`config.mk`:
```
export PLATFORM = sky130hd
export DESIGN_NAME = refillBuffer
export DESIGN_NICKNAME = d
export VERILOG_FILES = /design/src/common/dcachePkg.sv /design/src/dcache/refillBuffer.sv
export SDC_FILE = /design/constraint.sdc
export NUM_CORES = 1
export LEC_CHECK = 0
export ABC_CLOCK_PERIOD_IN_PS = 2200
export BUFFER_PORTS_ARGS = -buffer_cell sky130_fd_sc_hd__buf_4
export CAP_MARGIN = 20
export CORE_MARGIN = 4
export CORE_UTILIZATION = 40
export CTS_CLUSTER_SIZE = 24
export DETAILED_ROUTE_END_ITERATION = 7
export GPL_ROUTABILITY_DRIVEN = 0
export PLACE_DENSITY = 0.68
export RECOVER_POWER = 100
export SETUP_SLACK_MARGIN = 0.15
export SLEW_MARGIN = 25
export SYNTH_ARGS = -nofsm -noshare
export SYNTH_HDL_FRONTEND = slang
export SYNTH_SLANG_ARGS = --single-unit
```
`constraint.sdc`:
```
create_clock -name clk -period 2.2 [get_ports clk]
set_clock_uncertainty 0.05 [all_clocks]
set_input_delay 0.22 -clock clk [delete_from_list [all_inputs] [get_ports clk]]
set_output_delay 0.22 -clock clk [all_outputs]
set_load 0.03 [all_outputs]
```
`src/common/dcachePkg.sv`:
```
package dcachePkg;

  // bus and line geometry
  localparam int ADDR_WIDTH     = 32;
  localparam int XLEN           = 64;
  localparam int WORDS_PER_LINE = 4;
  localparam int OFFSET_BITS    = 5;

  typedef logic [ADDR_WIDTH-1:0] addr_t;
  typedef logic [XLEN-1:0]       word_t;
  typedef logic [XLEN/8-1:0]     mask_t;

  // word 0 sits in the low 64 bits
  typedef word_t [WORDS_PER_LINE-1:0] line_t;

  typedef enum logic {
    OP_LOAD  = 1'b0,
    OP_STORE = 1'b1
  } cacheOp_e;

  typedef struct packed {
    cacheOp_e op;
    addr_t    addr;
    word_t    wdata;
    mask_t    wmask;
  } cacheReq_t;

  typedef enum logic [2:0] {
    S_IDLE       = 3'd0,
    S_LOOKUP     = 3'd1,
    S_WRITEBACK  = 3'd2,
    S_REFILL_REQ = 3'd3,
    S_REFILL     = 3'd4,
    S_INSTALL    = 3'd5,
    S_REPLAY     = 3'd6
  } ctrlState_e;

  // victimAddr is line aligned
  typedef struct packed {
    logic  hit;
    logic  hitWay;
    logic  victimWay;
    logic  victimDirty;
    addr_t victimAddr;
  } lookup_t;

endpackage

```
`src/dcache/refillBuffer.sv`:
```
`timescale 1ns/1ps

module refillBuffer (
  input  logic             clk,
  input  logic             rst_n,
  input  logic             refillActive_i,
  input  dcachePkg::word_t memData_i,
  input  logic             memDataValid_i,
  input  logic             memLast_i,
  output dcachePkg::line_t refillLine_o,
  output logic             refillDone_o
);
  import dcachePkg::*;

  localparam int CNT_BITS = $clog2(WORDS_PER_LINE);

  logic [CNT_BITS-1:0] beatCnt;
  line_t               lineBuf;
  logic                beatTake;

  assign beatTake = refillActive_i && memDataValid_i;

  // counter wraps back to zero after the fourth beat
  always_ff @(posedge clk or negedge rst_n) begin
    if (!rst_n) begin
      beatCnt <= '0;
    end else if (beatTake) begin
      beatCnt <= beatCnt + 1'b1;
    end
  end

  always_ff @(posedge clk) begin
    if (beatTake) begin
      lineBuf[beatCnt] <= memData_i;
    end
  end

  assign refillLine_o = lineBuf;
  assign refillDone_o = beatTake && memLast_i;

  lastOnFinalBeat: assert property (@(posedge clk) disable iff (!rst_n)
    (beatTake && memLast_i) |-> (beatCnt == CNT_BITS'(WORDS_PER_LINE - 1)));

endmodule

```
==> results of run 1 <==
-- area by class of cell --
class | instances | area, um^2 | area share (%)
flip-flops and latches | 258 | 7740 | 70.6
repair buffers | 401 | 1970 | 17.9
clock buffers | 29 | 641 | 5.84
well taps | 265 | 332 | 3.03
clock inverters | 16 | 163 | 1.48
multi-input cells | 12 | 114 | 1.04
inverters | 2 | 7.51 | 0.0685
-- worst reg2reg max path, cell delays in order, from the launching register on --
cell and delay [ps]:
dfrtp_1 410, ha_1 170, and3_2 180, clkbuf_2 680
-- metrics by stage --
stage / cell area, um^2 / instances / hold slack, ps / setup slack [ps]
floorplan: 7860 / 272 / -126 / 255
global placement: 10700 / 870 / -46.3 / 562
detailed placement: 10700 / 870 / -43.2 / 475
CTS: 12200 / 983 / 41.1 / 475
global route: 11000 / 983 / 40.0 / 188
finish: 11000 / 983 / 44.8 / 306
-- cells by family after synthesis --
family        synth area share (%)
buf+inv                     0.0955
xor+xnor                     0.111
mux                          0.191
simple gates                 0.557
flops                         98.4
fa+ha+maj                    0.637
-- sequential cells by signal (all words and copies together), names as in the netlist --
signal,cells
beatCnt,2
refillLine_o,256
-- where the power goes --
| part | internal, mW | switching (mW) |
|---|---|---|
| Sequential | 5.96 | 0.135 |
| Clock | 2.44 | 1.67 |
| Combinational | 0.301 | 1.31 |
| Total | 8.70 | 3.11 |
-- synthesized netlist by cell type --
master | number | area share, %
inv_1 | 2 | 0.096
and3_2 | 5 | 0.48
dfrtp_1 | 2 | 0.64
nand2_2 | 1 | 0.080
xnor2_1 | 1 | 0.11
edfxtp_1 | 256 | 98
ha_1 | 4 | 0.64
mux2_4 | 1 | 0.19
-- worst max path at each step --
stage               depth (start not counted)                           to  slack [ps]
finish                                      3  refillLine_o[223]$_DFFE_PP_         310
global route                                3  refillLine_o[223]$_DFFE_PP_         190
CTS                                         4   refillLine_o[16]$_DFFE_PP_         470
detailed placement                          4   refillLine_o[29]$_DFFE_PP_         470
global placement                            4  refillLine_o[119]$_DFFE_PP_         560
floorplan                                   3  refillLine_o[128]$_DFFE_PP_         260
-- per-layer routing --
layer	vias up	wire (um)	GRT usage [%]
met5	-	7	0
met4	2	516	4.85
met3	42	1870	5.70
met2	247	10100	30.6
met1	2143	6960	18.8
li1	1962	-	-
==> flow_metrics.tcl, run 1 <==
set metrics [dict create \
    holdCritStartpoint "refillActive_i" \
    netlist_area_mm2 0.00786 \
    setup_violations 0 \
    track_usage_pct 16.8 \
    r2r-start "beatCnt[0]$_DFFE_PN0P_" \
    layout_common_cells "clkbuf_1 (326), edfxtp_1 (256), dlygate4sd3_1 (68)" \
    core_area_mm2 0.0194 \
    leakage_nw 3.53 \
    first_pass_iters 4 \
    cap_violations 0 \
    portBuffers 325 \
    ant_nets 0 \
    clock-root-buffer "clkbuf_16" \
    holdPathStages 3 \
    synth-seq-area-share_pct 98.4 \
    crit_path_start "beatCnt[0]$_DFFE_PN0P_" \
    powerDensity_mw_per_mm2 1080 \
    h-tree-depth 1 \
    final_nets 773 \
    post_cts_buffers 0 \
    syn_inst 272 \
    cp_top_family "buffers and inverters" \
    clk_latency_ps 490 \
    cts_buffers 25 \
    routed_wl_mm 19.5 \
    grt_setup_unrepaired "false" \
    die_area_mm2 0.0220 \
    timing.rr.end "refillLine_o[223]$_DFFE_PP_" \
    drive_gt1_share_pct 7.66 \
    num_vias 4396 \
    antenna_found_initial 1 \
    clk_pin_slew_ps 60 \
    cts_tree "yes" \
    worstHoldPathType "in -> reg" \
    cts_resized 0 \
    cts_buffer_depth 3 \
    synth-seq-cells 258 \
    num_antenna_cells 0 \
    total_power_mw 11.8 \
    worst_pin_slew_ps 894 \
    cp_max_fo 31 \
    hold_viol_final 0 \
    timing.final.crit_share_pct 86.1 \
    peakVddDrop_mv 0.683 \
    wl_per_cell_um 19.8 \
    min_to "beatCnt[1]$_DFFE_PN0P_" \
    grt_pass1_vias 4810 \
    layout.filler_cells 1717 \
    fin_tns_setup_ps 0 \
    crit_required_ps 2260 \
    cp_slowest_stage_delay_ps 680 \
    synth.distinct_cells 8 \
    max_freq_mhz 528 \
    dp_hpwl_mm 13.2 \
    avgViaCountPerCell 4.47 \
    rows 51 \
    cp-end-kind "flop" \
    synth_fp_nets 345 \
    yosys_warnings 0 \
    criticalPathCategory "reg -> reg" \
    drt_iter0_drc 198 \
    slew-limit-headroom_pct 40.4 \
    grt_pass1_wl_mm 28.6 \
    area_growth_pct 39.4 \
    start_util_pct 40.5 \
    crit_path_cell_trace "ha_1 > and3_2 > clkbuf_2" \
    cp-start-kind "flop" \
    drc 0 \
    status "finished, final reports clean" \
    critical_path_buf_inv_count 1 \
    mostFrequentLayoutCell "clkbuf_1" \
    hold_buffers 68 \
    rr_worst_depth 3 \
    slew_viol_final 0 \
    post-route-util_pct 56.5 \
    cp_slowest_cell "clkbuf_2" \
    period_minus_slack_ps 1890 \
    arrival_ps 1960 \
    io_pins 326 \
    overflow 0 \
    die_w_um 148 \
    cts_sinks 258 \
    ff2ff_setup_slack_ps 310 \
    syn-mean-instance-area_um2 28.9 \
    die_y_um 148 \
    grt_max_degree 36 \
]
No activity file was read; power rests on OpenSTA's default activity.
==> inputs of run 2 (changes only) <==
- CTS_BUF_LIST: not set -> sky130_fd_sc_hd__clkbuf_2
==> flow_metrics.tcl, run 2 (synthesis gave the netlist of run 1 again) <==
set metrics [dict create \
    arrival_ps 2190 \
    drive_gt1_share_pct 14.8 \
    cp_max_fo 34 \
    die_y_um 148 \
    routed_wl_mm 19.8 \
    cts_buffer_depth 3 \
    h-tree-depth 3 \
    portBuffers 325 \
    cts_sinks 258 \
    grt_pass1_wl_mm 29.3 \
    ant_nets 0 \
    slew_viol_final 0 \
    fin_tns_setup_ps 0 \
    criticalPathCategory "reg -> reg" \
    slew-limit-headroom_pct 39.1 \
    leakage_nw 3.59 \
    avgViaCountPerCell 4.38 \
    clk_latency_ps 670 \
    period_minus_slack_ps 1930 \
    rr_worst_depth 4 \
    crit_required_ps 2460 \
    cts_tree "yes" \
    num_vias 4628 \
    status "finished, final reports clean" \
    r2r-start "beatCnt[1]$_DFFE_PN0P_" \
    cts_resized 0 \
    cp_slowest_cell "buf_2" \
    setup_violations 0 \
    drt_iter0_drc 173 \
    timing.final.crit_share_pct 87.8 \
    endpoint "refillLine_o[103]$_DFFE_PP_" \
    area_growth_pct 36.8 \
    seq_area_mm2 0.00774 \
    clk_pin_slew_ps 110 \
    die_area_mm2 0.0220 \
    ff2ff_setup_slack_ps 270 \
    timing.rr.end "refillLine_o[103]$_DFFE_PP_" \
    wl_per_cell_um 18.8 \
    cp-end-kind "flop" \
    clock-root-buffer "clkbuf_2" \
    largest_reg_flops 256 \
    drc 0 \
    core_area_mm2 0.0194 \
    antenna_found_initial 1 \
    num_antenna_cells 0 \
    worstHoldPathType "in -> reg" \
    grt_pass1_vias 5137 \
    rows 51 \
    start_util_pct 40.5 \
    mostFrequentLayoutCell "clkbuf_1" \
    cap_violations 0 \
    crit_path_start "beatCnt[1]$_DFFE_PN0P_" \
    max_freq_mhz 518 \
    layout.filler_cells 1780 \
    track_usage_pct 17.6 \
    cts_buffers 66 \
    cp-start-kind "flop" \
    post-route-util_pct 55.4 \
    powerDensity_mw_per_mm2 1000 \
    dp_hpwl_mm 13.2 \
    grt_max_degree 36 \
    grt_setup_unrepaired "false" \
    hold_buffers 68 \
    crit_path_cell_trace "inv_1 > ha_1 > and3_2 > buf_2" \
    post_cts_buffers 0 \
    multi_input_area_um2 114 \
    hold_viol_final 0 \
    io_pins 326 \
    final_nets 814 \
    first_pass_iters 4 \
    cp_slowest_stage_delay_ps 690 \
    overflow 0 \
    die_w_um 148 \
    worst_pin_slew_ps 913 \
    layout_common_cells "clkbuf_1 (322), edfxtp_1 (256), clkbuf_2 (90)" \
    peakVddDrop_mv 0.484 \
]
[run 2: cell count changes in the layout (fill, tap and decap cells not counted), moves of 2 or more]
cell,delta
clkinvlp_4,-2
clkbuf_2,+88
bufinv_16,-2
clkinv_1,+15
clkbuf_1,-4
clkbuf_16,-25
inv_2,+3
[run 2: worst max-delay path: cells and delay by family, from the launching register on]
| kind | cells | cell delay (ps) |
|---|---|---|
| buffers and inverters | 2 | 780 |
| DFF | 1 | 420 |
| and+or+nand+nor | 1 | 180 |
| adders and majority gates | 1 | 130 |
[run 2: routing by layer]
metal / vias to the layer above / GRT usage (%) / part of all wire, %
met5: - / 0 / 0.035
met2: 259 / 31.0 / 53
met3: 44 / 8.10 / 10
li1: 2094 / - / -
met4: 2 / 6.28 / 2.0
met1: 2229 / 18.5 / 35
[run 2: worst min-delay path by stage]
stage | endpoint | cells past startpoint | from
after detailed placement | beatCnt[1]$_DFFE_PN0P_ | 1 | rst_n
after CTS | refillLine_o[43]$_DFFE_PP_ | 2 | memData_i[43]
final | refillLine_o[27]$_DFFE_PP_ | 2 | memData_i[27]
after global placement | beatCnt[0]$_DFFE_PN0P_ | 1 | rst_n
after global routing | refillLine_o[3]$_DFFE_PP_ | 2 | memData_i[3]
after floorplan | beatCnt[0]$_DFFE_PN0P_ | 0 | rst_n
[run 2: power breakdown]
part           internal [mW]  total (mW)  switching [mW]
clock network           1.24        3.06            1.83
registers               5.95        6.08           0.136
logic                  0.300        1.61            1.31
[run 2: metrics by stage]
step                      hold WS (ps)  cells  worst slack, ps  instance area, um^2  power (mW)
final                              232   1056              269                10800        10.8
after global placement           -46.3    870              562                10700        8.06
after CTS                         45.3   1056              439                12000        11.3
after detailed placement         -43.2    870              475                10700        8.12
after global routing               107   1056              192                10800        11.3
after floorplan                   -126    272              255                 7860        7.18
[run 2: final cells by class]
class	instances	area share, %
clock buffer	88	4.10
clock inverter	30	1.48
inverter	2	0.0698
multi-input combinational	12	1.06
sequential	258	71.9
tap	265	3.08
timing repair buffer	401	18.3
