<file path="config.mk">
export PLATFORM = sky130hd
export DESIGN_NAME = dcacheCtrl
export DESIGN_NICKNAME = d
export VERILOG_FILES = /design/src/common/dcachePkg.sv /design/src/dcache/dcacheCtrl.sv
export SDC_FILE = /design/constraint.sdc
export NUM_CORES = 1
export LEC_CHECK = 0
export ABC_AREA = 1
export BUFFER_PORTS_ARGS = -buffer_cell sky130_fd_sc_hd__buf_4
export CORE_AREA = 4 4 124 126
export CTS_CLUSTER_SIZE = 30
export DETAILED_ROUTE_END_ITERATION = 10
export DIE_AREA = 0 0 128 130
export GPL_TIMING_DRIVEN = 0
export PLACE_DENSITY = 0.77
export SETUP_SLACK_MARGIN = 0.3
export SLEW_MARGIN = 10
export SYNTH_ARGS = -nofsm -noshare
export SYNTH_HDL_FRONTEND = slang
export SYNTH_SLANG_ARGS = --single-unit
</file>
<file path="constraint.sdc">
create_clock -name clk -period 1.4 [get_ports clk]
set_clock_uncertainty 0.2 [all_clocks]
set_input_delay 0.14 -clock clk [delete_from_list [all_inputs] [get_ports clk]]
set_output_delay 0.14 -clock clk [all_outputs]
set_load 0.01 [all_outputs]
</file>
<file path="src/common/dcachePkg.sv">
package dcachePkg;

  // bus and line geometry
  localparam int ADDR_WIDTH     = 32;
  localparam int XLEN           = 64;
  localparam int WORDS_PER_LINE = 4;
  localparam int OFFSET_BITS    = 5;

  typedef logic [ADDR_WIDTH-1:0] addr_t;
  typedef logic [XLEN-1:0]       word_t;
  typedef logic [XLEN/8-1:0]     mask_t;

  // word 0 sits in the low 64 bits
  typedef word_t [WORDS_PER_LINE-1:0] line_t;

  typedef enum logic {
    OP_LOAD  = 1'b0,
    OP_STORE = 1'b1
  } cacheOp_e;

  typedef struct packed {
    cacheOp_e op;
    addr_t    addr;
    word_t    wdata;
    mask_t    wmask;
  } cacheReq_t;

  typedef enum logic [2:0] {
    S_IDLE       = 3'd0,
    S_LOOKUP     = 3'd1,
    S_WRITEBACK  = 3'd2,
    S_REFILL_REQ = 3'd3,
    S_REFILL     = 3'd4,
    S_INSTALL    = 3'd5,
    S_REPLAY     = 3'd6
  } ctrlState_e;

  // victimAddr is line aligned
  typedef struct packed {
    logic  hit;
    logic  hitWay;
    logic  victimWay;
    logic  victimDirty;
    addr_t victimAddr;
  } lookup_t;

endpackage

</file>
<file path="src/dcache/dcacheCtrl.sv">
`timescale 1ns/1ps

module dcacheCtrl (
  input  logic                 clk,
  input  logic                 rst_n,
  input  dcachePkg::cacheReq_t req_i,
  input  logic                 reqValid_i,
  input  dcachePkg::lookup_t   lookup_i,
  input  logic                 refillDone_i,
  input  logic                 memRdReady_i,
  input  logic                 memWrReady_i,
  output dcachePkg::cacheReq_t latReq_o,
  output logic                 dataRead_o,
  output logic                 storeWrite_o,
  output logic                 installWrite_o,
  output logic                 wrWay_o,
  output logic                 refillActive_o,
  output logic                 addrOk_o,
  output logic                 respValid_o,
  output logic                 rdValid_o,
  output dcachePkg::addr_t     rdAddr_o,
  output logic                 wrValid_o,
  output dcachePkg::addr_t     wrAddr_o
);
  import dcachePkg::*;

  ctrlState_e state;
  ctrlState_e nextState;
  cacheReq_t  latReq;
  logic       accept;
  logic       lookupHit;

  assign accept    = (state == S_IDLE) && reqValid_i;
  assign lookupHit = (state == S_LOOKUP) && lookup_i.hit;

  always_ff @(posedge clk or negedge rst_n) begin
    if (!rst_n) begin
      state <= S_IDLE;
    end else begin
      state <= nextState;
    end
  end

  // request held from acceptance until the response
  always_ff @(posedge clk or negedge rst_n) begin
    if (!rst_n) begin
      latReq <= '0;
    end else if (accept) begin
      latReq <= req_i;
    end
  end

  always_comb begin
    nextState = state;
    case (state)
      S_IDLE: begin
        if (reqValid_i) begin
          nextState = S_LOOKUP;
        end
      end
      S_LOOKUP: begin
        if (lookup_i.hit) begin
          nextState = S_IDLE;
        end else if (lookup_i.victimDirty) begin
          nextState = S_WRITEBACK;
        end else begin
          nextState = S_REFILL_REQ;
        end
      end
      S_WRITEBACK: begin
        if (memWrReady_i) begin
          nextState = S_REFILL_REQ;
        end
      end
      S_REFILL_REQ: begin
        if (memRdReady_i) begin
          nextState = S_REFILL;
        end
      end
      S_REFILL: begin
        if (refillDone_i) begin
          nextState = S_INSTALL;
        end
      end
      // new line is written, then the request goes round again
      S_INSTALL: nextState = S_REPLAY;
      S_REPLAY:  nextState = S_LOOKUP;
      default:   nextState = S_IDLE;
    endcase
  end

  assign latReq_o       = latReq;
  assign addrOk_o       = (state == S_IDLE);
  assign dataRead_o     = accept;
  assign respValid_o    = lookupHit;
  assign storeWrite_o   = lookupHit && (latReq.op == OP_STORE);
  assign installWrite_o = (state == S_INSTALL);
  assign refillActive_o = (state == S_REFILL);
  // stores go to the hit way, installs to the victim
  assign wrWay_o        = (state == S_INSTALL) ? lookup_i.victimWay : lookup_i.hitWay;

  assign rdValid_o = (state == S_REFILL_REQ);
  assign rdAddr_o  = {latReq.addr[ADDR_WIDTH-1:OFFSET_BITS], {OFFSET_BITS{1'b0}}};
  assign wrValid_o = (state == S_WRITEBACK);
  assign wrAddr_o  = lookup_i.victimAddr;

  // victim address holds while the write channel stalls
  wrReqHeld: assert property (@(posedge clk) disable iff (!rst_n)
    (wrValid_o && !memWrReady_i) |=> (wrValid_o && $stable(wrAddr_o)));

  // the replayed lookup finds the installed line
  replayHits: assert property (@(posedge clk) disable iff (!rst_n)
    (state == S_REPLAY) |=> respValid_o);

endmodule

</file>
==> results.md, run 1 <==
* Crit Path Max Fanout at 5
* PwrDens at 2100 mW/mm2
* Vias in the first global route at roughly 6600
* Sink Count at around 110
* Setup WS pre-CTS at -0.346 ns
* Tot GR Track Use at between 20% and 30%
* Die X-Extent at between 100 and 150 um
* Reg2reg setup slack at -0.45 ns
* Max-slew headroom at 34.0%
* Number of DRC violations after detailed-routing iteration 0 at 219
* Share of layout cells above drive strength 1 at between 60% and 70%
* Die footprint at 0.0166 mm2
* N_diodes at 0
* GRT Residual Overflow at 0
* Post-Route WL at 25.0 mm
* Initial core utilization at 32.9%
* Most area-consuming cells after synthesis: dfrtp_1 57%, nand2_1 26%, buf_4 11%, buf_2 1.1%, inv_1 0.88%
* GP Congestion at 0.841
* R2r endpoint: latReq_o[36]$_DFFE_PN0P_
* Chip height at roughly 130 um
* DRT antenna net count at 0
* Post-synth cell types at 17
* Average size of a mapped cell at 8.47 um2
* Pin count of the biggest net entering global routing at roughly 110
* Finished Core Util at 81.3%
* Initial antenna violation count at 0
* Drc violations at 0
* Vias at 6151
* RSZ-0062 raised after global routing: yes
* Post-Syn Instances at 555
* Min Tclk post-route at 1.87 ns
* Worst Reg-to-Reg Cells at 10
* DRT Pass-1 Iters at 4
* # port buffers at 287
* DR WL/cell at 18.9 um
* Largest area contributor in the netlist: dfrtp_1
* Static Leak at 6.22 nW
* Startpoint types: register
* Vias per cell at approximately 4.6
* Worst-margin pin slew at approximately 1 ns
* Fin nets at 1285
* Max rail drop VDD at 1080 uV
* Setup TNS at -38.96 ns
* CP Class: register to primary output
* Reg-to-Reg Start: state[2]$_DFFE_PN0P_
* # rows at 44
* Slew Limit Fails at 0
* Tightest Hold Check Type: input port to async pin
* # hold bufs at CTS at 109
* Clk Tree Root Cell: clkbuf_16
* Yosys top cell area share at 57.5%
* Status: finished, violations left
* Failing checks: negative hold slack, negative setup slack
* Crit path DAT at 1.53 ns
* Mapped Area at 0.00470 mm2
* Max Freq at 536 MHz
* Critical path capture point type: primary output
* Max Root-Sink Buffers at 2
* Yosys reg bits at 108
* Post-route cell area at 0.0116 mm2
* Final setup viols at 117
* Layout area overhead at 147%
* Fin worst setup slack at -0.466 ns
* Worst-Skew Late Latency at 0.34 ns
* H-tree Lvls at 3
* Placeable Area at 0.0143 mm2
* Max cap viols at 0
* Req. time, crit path at 1.06 ns
* Global-route wire length before repair at 35.2 mm
* Tcrit/Tclk final at 133%
* Fin. Hold Viols at 109
* Dpl hpwl at ~11 mm
* Hold_ws at -0.285 ns
* Yosys Warn Count at 0
* I/O pins at 325
* CTS clock-pin slew for the worst setup and hold paths at 0.08 ns
* Placed cell areas at 0.00718 mm2
* Seq/Total Area, Yosys at 57.5%
* CTS Buf Count at 9
* CTS tree: done
## synth_stat cells, drive strengths merged
cell,instances
o21ai,1
nor4,1
nand2,329
nor2,7
dfrtp,108
inv,13
conb,1
clkbuf,4
buf,82
and2,1
nand3,8
## worst max-delay path by stage
stage | start | end | slack [ns] | cells after the start
after global routing | state[0]$_DFFE_PN0P_ | storeWrite_o | -0.50 | 5
after floorplan | state[2]$_DFFE_PN0P_ | latReq_o[34]$_DFFE_PN0P_ | -0.09 | 8
final | state[0]$_DFFE_PN0P_ | storeWrite_o | -0.47 | 5
after global placement | rst_n | state[1]$_DFFE_PN0P_ | -0.32 | 1
after CTS | state[1]$_DFFE_PN0P_ | storeWrite_o | -0.43 | 4
after detailed placement | state[2]$_DFFE_PN0P_ | dataRead_o | -0.35 | 7
## state kept, by name, indices dropped and copies added, names as in the netlist
| signal | count |
|---|---|
| latReq_o | 105 |
| state | 3 |
## power breakdown
part	leakage (nW)	internal, W	switching [W]	total [W]
clock network	0.142	0.00140	0.00124	0.00264
logic	4.74	0.00954	0.00621	0.0158
registers	1.34	0.00461	0.00148	0.00609
total	6.22	0.0156	0.00892	0.0245
## logic make-up after synthesis
logic type             Yosys count  share of synthesized area (%)
AND/OR/NAND/NOR                346                           28.1
AO/OA/AOI/OAI                    1                          0.106
flip-flops                     108                           57.5
buffers and inverters           99                           14.2
other                            1                         0.0797
## layer usage
metal / global-route usage, % / wire length (um) / vias to the layer above
met3: 5.32 / 1200 / 110
met1: 28.3 / 8610 / 2992
met5: 0 / 0 / -
li1: - / - / 2769
met2: 52.9 / 13800 / 280
met4: 13.9 / 1390 / 0
## placed cells by master, fill, tap and decap left out, types with 11 or more instances in the layout
master / instances
buf_4: 310
nand2_1: 208
buf_6: 182
nand2_2: 117
dlygate4sd3_1: 109
dfrtp_1: 97
clkbuf_16: 19
buf_8: 17
buf_12: 12
buf_16: 12
dfrtp_2: 11
## final cells by class
cell class              count  area, um2
repair buffers            568       5600
flip-flops and latches    108       2720
fillers                   717       2680
multi-input cells         352       1760
plain buffers              86        968
well taps                 184        230
clock buffers               9        225
clock inverters             7       76.3
inverters                  13       56.3
## stage by stage
step	total power (W)	std cells
floorplan	0.00933	559
global placement	0.0133	1030
detailed placement	0.0135	1030
CTS	0.0224	1275
global route	0.0256	1327
finish	0.0245	1327
## repair_timing
action	4_1_cts	5_1_grt
setup buffers	102	48
pin swaps	84	5
cloned	18	4
endpoints found under the hold margin	216	109
setup endpoints to repair	249	249
resized for setup	383	27
## worst max-delay path, cell delays in order (launching register included)
cell and delay, ns:
dfrtp_1 0.38, inv_2 0.09, buf_6 0.12, nor4_4 0.29
and2_4 0.21, buf_6 0.10
Power figures use the tool's default switching activity.
==> run 2: changes to the inputs <==
--- a/config.mk
+++ b/config.mk
@@ -7,12 +7,14 @@
 export LEC_CHECK = 0
 export ABC_AREA = 1
 export BUFFER_PORTS_ARGS = -buffer_cell sky130_fd_sc_hd__buf_4
-export CORE_AREA = 4 4 124 126
+export CELL_PAD_IN_SITES_DETAIL_PLACEMENT = 0
+export CELL_PAD_IN_SITES_GLOBAL_PLACEMENT = 2
+export CORE_MARGIN = 4
+export CORE_UTILIZATION = 19
 export CTS_CLUSTER_SIZE = 30
 export DETAILED_ROUTE_END_ITERATION = 10
-export DIE_AREA = 0 0 128 130
 export GPL_TIMING_DRIVEN = 0
-export PLACE_DENSITY = 0.77
+export PLACE_DENSITY = 0.83
 export SETUP_SLACK_MARGIN = 0.3
 export SLEW_MARGIN = 10
 export SYNTH_ARGS = -nofsm -noshare
==> results.md, run 2 (synthesis gave the netlist of run 1 again) <==
* Fin. Hold Viols at 109 (unchanged)
* WP buf/inv at 2 (-1)
* Sink Count at 108 (unchanged)
* M3 GR Usage at 2.63% (-2.7 points)
* Global-route wire length before repair at 31.1 mm (-12%)
* Grt peak-use layer: met2
* Fin worst setup slack at -0.416 ns (+0.0502 ns)
* GRT Residual Overflow at 0 (unchanged)
* CTS Buf Count at 9 (unchanged)
* Critical path capture point type: primary output
* Static Leak at 6.31 nW (+1.4%)
* Worst-Skew Late Latency at 0.35 ns (about the same)
* Tightest Hold Check Type: input port to async pin
* # rows at 57 (+30%)
* N_diodes at 0 (unchanged)
* Dpl hpwl at 12.4 mm (+8.6%)
* Crit Path Max Fanout at 5 (unchanged)
* Max Freq at 551 MHz (+2.8%)
* Most frequent cells in the layout: 283 x buf_4, 177 x buf_6, 151 x nand2_1, 151 x nand2_2, 109 x dlygate4sd3_1
* Drc violations at 0 (unchanged)
* Vias at 5624 (-8.6%)
* DRT antenna net count at 0 (unchanged)
* Final setup viols at 117 (unchanged)
* Failing checks: negative hold slack, negative setup slack
* Post-Place Cells at 1171 (+14%)
* Fin nets at 1262 (-1.8%)
* Initial core utilization at 19.3% (-14 points)
* Req. time, crit path at 1.06 ns (about the same)
* Max FFs per register at 105 (unchanged)
* Tcrit/Tclk final at 130% (-3.6 points)
* DRT Pass-1 Iters at 4 (unchanged)
* Crit path DAT at 1.48 ns (-0.05 ns)
* Startpoint types: register
* GP Congestion at 0.756 (-10%)
* Hold_ws at -0.547 ns (-0.262 ns)
* CTS clock-pin slew for the worst setup and hold paths at 0.08 ns (about the same)
* Fillers at 2116 (+200%)
* Non-filler cells, final at 1442 (+8.7%)
* Max Root-Sink Buffers at 2 (unchanged)
* CP cell instances: buf_6 -> nor4_4 -> and2_1 -> buf_4
* H-tree Lvls at 3 (unchanged)
* Layout area overhead at 155%
* Share of layout cells above drive strength 1 at 66.0% (+3.5 points)
* Tot GR Track Use at 14.6% (-13 points)
* I/O pins at 325 (unchanged)
* Status: finished, violations left
* Vias in the first global route at 5704 (-14%)
* CP top delay family: flip-flops
* Post-Route WL at 21.1 mm (-16%)
* Pin count of the biggest net entering global routing at 81 (-26%)
* Slew Limit Fails at 0 (unchanged)
* Number of DRC violations after detailed-routing iteration 0 at 156 (-29%)
* CTS tree: done
* PwrDens at 1990 mW/mm2 (-5.2%)
* Met2 Use GR at 25.2% (-28 points)
* Min Tclk post-route at 1.82 ns (-0.0502 ns)
* RSZ-0062 raised after global routing: yes
* # port buffers at 287 (unchanged)
* Max rail drop VDD at 835 uV (-23%)
* Setup TNS at -38.10 ns (+0.863 ns)
* Leading cell type in the layout, fill and taps excluded: buf_4
* Chip height at 165 um (+27%)
* Largest stage delay, worst path at 0.44 ns (+0.06 ns)
* # hold bufs at CTS at 109 (unchanged)
* Clk Tree Root Cell: clkbuf_16
* Die X-Extent at 165 um (+29%)
* Critical-path top delay cell: dfrtp_2
* Vias per cell at 3.90 (-16%)
* DR WL/cell at 14.6 um (-23%)
* CP Class: register to primary output
* Placeable Area at 0.0243 mm2 (+70%)
* Initial antenna violation count at 0 (unchanged)
* Global-route met1 utilization at 17.8% (-10 points)
* Max cap viols at 0 (unchanged)
* Die footprint at 0.0273 mm2 (+64%)
run 2: area by class of cell:
type / instances / area, um2 / area share (%)
buffer: 86 / 970 / 8.08
clock buffer: 10 / 229 / 1.91
clock inverter: 4 / 76.3 / 0.636
inverter: 13 / 66.3 / 0.552
multi-input combinational: 352 / 2020 / 16.8
sequential: 108 / 2710 / 22.6
tap: 324 / 405 / 3.38
timing repair buffer: 545 / 5530 / 46.0
run 2: worst paths after layout:
check / startpoint / endpoint / slack (ns) / cells after the start
max in group asynchronous: rst_n / latReq_o[40]$_DFFE_PN0P_ / 0.82 / 2
min reg2reg: latReq_o[70]$_DFFE_PN0P_ / latReq_o[70]$_DFFE_PN0P_ / 0.29 / 2
min: rst_n / state[1]$_DFFE_PN0P_ / -0.55 / 1
min in group clk: refillDone_i / state[2]$_DFFE_PN0P_ / -0.12 / 4
max reg2reg: state[2]$_DFFE_PN0P_ / latReq_o[43]$_DFFE_PN0P_ / -0.41 / 10
max: state[2]$_DFFE_PN0P_ / storeWrite_o / -0.42 / 4
run 2: through the flow:
stage / hold WS [ns] / setup slack, ns / instance area, um2 / power [W] / util (%)
after floorplan: -0.356 / -0.0869 / 4790 / 0.00933 / -
after global placement: 0.134 / -0.478 / 7350 / 0.0135 / 30.2
after detailed placement: -0.157 / -0.403 / 7380 / 0.0136 / 30.4
after CTS: -0.552 / -0.446 / 11300 / 0.0226 / 46.5
after global routing: -0.544 / -0.472 / 12000 / 0.0254 / 49.4
final: -0.547 / -0.416 / 12000 / 0.0239 / 49.4
run 2: report_power, final:
group / total [W] / leakage, nW / switching (W) / internal (W)
Clock: 0.00275 / 0.145 / 0.00120 / 0.00156
Sequential: 0.00590 / 1.34 / 0.00130 / 0.00460
Combinational: 0.0153 / 4.82 / 0.00584 / 0.00945
Total: 0.0239 / 6.31 / 0.00834 / 0.0156
run 2: metal layers:
| metal | vias up | part of all wire [%] |
|---|---|---|
| li1 | 2739 | - |
| met1 | 2658 | 39 |
| met2 | 193 | 52 |
| met3 | 34 | 5.8 |
| met4 | 0 | 3.1 |
| met5 | - | 0 |
run 2: repair_timing:
item,4_1_cts,5_1_grt
setup endpoints to repair,249,249
pin swaps,42,57
setup buffers,93,33
cloned,20,2
hold endpoints to repair,216,109
gates resized for setup,365,124
==> run 3: changes to the inputs <==
--- a/config.mk
+++ b/config.mk
@@ -15,6 +15,7 @@
 export DETAILED_ROUTE_END_ITERATION = 10
 export GPL_TIMING_DRIVEN = 0
 export PLACE_DENSITY = 0.83
+export RECOVER_POWER = 100
 export SETUP_SLACK_MARGIN = 0.3
 export SLEW_MARGIN = 10
 export SYNTH_ARGS = -nofsm -noshare
==> results.md, run 3 (synthesis gave the netlist of run 1 again) <==
* Status: finished, violations left
* Failing checks: negative hold slack, negative setup slack
* Number of DRC violations after detailed-routing iteration 0 at 157 (+0.64%)
* CP Class: register to primary output
* Crit path DAT at 1.48 ns (about the same)
* Max Freq at 550 MHz (-0.12%)
* Beginning of the critical path: state[2]$_DFFE_PN0P_
* DRT antenna net count at 0 (unchanged)
* Static Leak at 5.68 nW (-9.9%)
* Tcrit/Tclk final at 130% (+0.15 points)
* Die footprint at 0.0273 mm2 (unchanged)
* Crit Path Max Fanout at 5 (unchanged)
* Final setup viols at 117 (unchanged)
* Clk Tree Root Cell: clkbuf_16
* GP Congestion at 0.756 (unchanged)
* Leading cell type in the layout, fill and taps excluded: buf_4
* CTS tree: done
* DR WL/cell at 14.7 um (+0.46%)
* Most frequent cells in the layout: 251 x buf_4, 151 x nand2_1, 151 x nand2_2
* Slew Limit Fails at 0 (unchanged)
* Max Root-Sink Buffers at 2 (unchanged)
* Finished Core Util at 45.5% (-3.8 points)
* Placeable Area at 0.0243 mm2 (unchanged)
* Placed cell areas at 0.00738 mm2 (unchanged)
* Max FFs per register at 105 (unchanged)
* CTS Buf Count at 9 (unchanged)
* N_diodes at 0 (unchanged)
* # port buffers at 287 (unchanged)
* Post-Place Cells at 1171 (unchanged)
* RSZ-0062 raised after global routing: yes
* Chip height at 165 um (unchanged)
* Drc violations at 0 (unchanged)
* Die X-Extent at 165 um (unchanged)
* Tot GR Track Use at 14.6% (unchanged)
* Share of layout cells above drive strength 1 at 53.8% (-12 points)
* I/O pins at 325 (unchanged)
* Initial antenna violation count at 0 (unchanged)
* CTS clock-pin slew for the worst setup and hold paths at 0.08 ns (about the same)
* Tightest Hold Check Type: input port to async pin
* Fin nets at 1262 (unchanged)
* Clock Power Share at 12.7% (+1.2 points)
* Post-Route WL at 21.2 mm (+0.46%)
* # rows at 57 (unchanged)
* H-tree Lvls at 3 (unchanged)
* GRT Residual Overflow at 0 (unchanged)
* Sink Count at 108 (unchanged)
* Initial core utilization at 19.3% (unchanged)
* Layout area overhead at 135%
* Net switching power at 0.00805 W (-3.4%)
* Reg-to-Reg Start: state[2]$_DFFE_PN0P_
* Fin. Hold Viols at 29 (-73%)
* Power share of the sequential group at 25.8% (+1.1 points)
* Max rail drop VDD at 737 uV (-12%)
* Worst-Skew Late Latency at 0.35 ns (about the same)
* Vias in the first global route at 5704 (unchanged)
* Critical path capture point type: primary output
* Dpl hpwl at 12.4 mm (unchanged)
* Req. time, crit path at 1.06 ns (about the same)
* Fin worst setup slack at -0.418 ns (-0.00211 ns)
* Max-slew headroom at between 40% and 50%
* Vias per cell at 3.90 (about the same)
* Hold_ws at -0.352 ns (+0.194 ns)
* Global-route wire length before repair at 31.1 mm (unchanged)
* Min Tclk post-route at 1.82 ns (+0.00211 ns)
* DRT Pass-1 Iters at 4 (unchanged)
* Non-filler cells, final at 1442 (unchanged)
* Post-route cell area at 0.0111 mm2 (-7.8%)
* PwrDens at 1960 mW/mm2 (-1.8%)
* Internal at 0.0136 W (-13%)
* # hold bufs at CTS at 109 (unchanged)
* Worst Reg-to-Reg Cells at 10 (unchanged)
* Worst-margin pin slew at 0.763 ns
* Vias at 5626 (+0.036%)
* Pin count of the biggest net entering global routing at 81 (unchanged)
* Combinational power share at 61.5% (-2.4 points)
* Startpoint types: register
* Max cap viols at 0 (unchanged)
* Net Sw Frac at 37.2% (+2.4 points)
-- run 3: final cells by class --
class | instances | area (um2)
Clock inverter | 4 | 76.3
Timing Repair Buffer | 545 | 4630
Buffer | 86 | 936
Multi-Input combinational cell | 352 | 2020
Clock buffer | 10 | 229
Tap cell | 324 | 405
Fill cell | 2295 | 13200
Sequential cell | 108 | 2710
Inverter | 13 | 66.3
-- run 3: power groups by stage --
stage / Clock (W) / Combinational (W) / Sequential [W]
finish: 0.00276 / 0.0133 / 0.00559
global route: 0.00300 / 0.0144 / 0.00577
CTS: 0.00289 / 0.0139 / 0.00584
detailed placement: 0 / 0.00801 / 0.00560
global placement: 0 / 0.00795 / 0.00559
floorplan: 0 / 0.00320 / 0.00613
-- run 3: per-layer routing --
layer  up-vias  part of all wire, %  global-route usage [%]
li1       2736                    -                       -
met1      2661                   39                    17.8
met2       193                   52                    25.2
met3        36                  5.8                    2.63
met4         0                  3.1                    6.19
met5         -                    0                       0
-- run 3: repair_timing --
action,in CTS,in global routing
pin swaps,42,57
gates cloned,20,2
setup endpoints to repair,249,249
gates resized for setup,365,124
setup buffers,93,33
endpoints found under the hold margin,216,109
-- run 3: path summary, 6_finish.rpt --
path / endpoint / slack [ns]
max in group asynchronous: latReq_o[40]$_DFFE_PN0P_ / 0.25
setup / recovery: storeWrite_o / -0.42
hold / removal: state[1]$_DFFE_PN0P_ / -0.35
min in group clk: state[2]$_DFFE_PN0P_ / -0.12
setup reg to reg: latReq_o[43]$_DFFE_PN0P_ / -0.40
hold reg to reg: latReq_o[70]$_DFFE_PN0P_ / 0.27
-- run 3: metrics by stage --
| stage | hold slack (ns) | setup TNS (ns) | power, W | worst slack, ns |
|---|---|---|---|---|
| finish | -0.352 | -38.13 | 0.0217 | -0.418 |
| CTS | -0.552 | -35.95 | 0.0226 | -0.446 |
| detailed placement | -0.157 | -29.52 | 0.0136 | -0.403 |
| global route | -0.303 | -47.11 | 0.0231 | -0.472 |
| global placement | 0.134 | -70.42 | 0.0135 | -0.478 |
| floorplan | -0.356 | -5.24 | 0.00933 | -0.0869 |
-- run 3: critical path: stages, from the launching register on --
cell,delay [ns]
dfrtp_2,0.44
buf_6,0.14
nor4_4,0.26
and2_1,0.16
buf_4,0.12
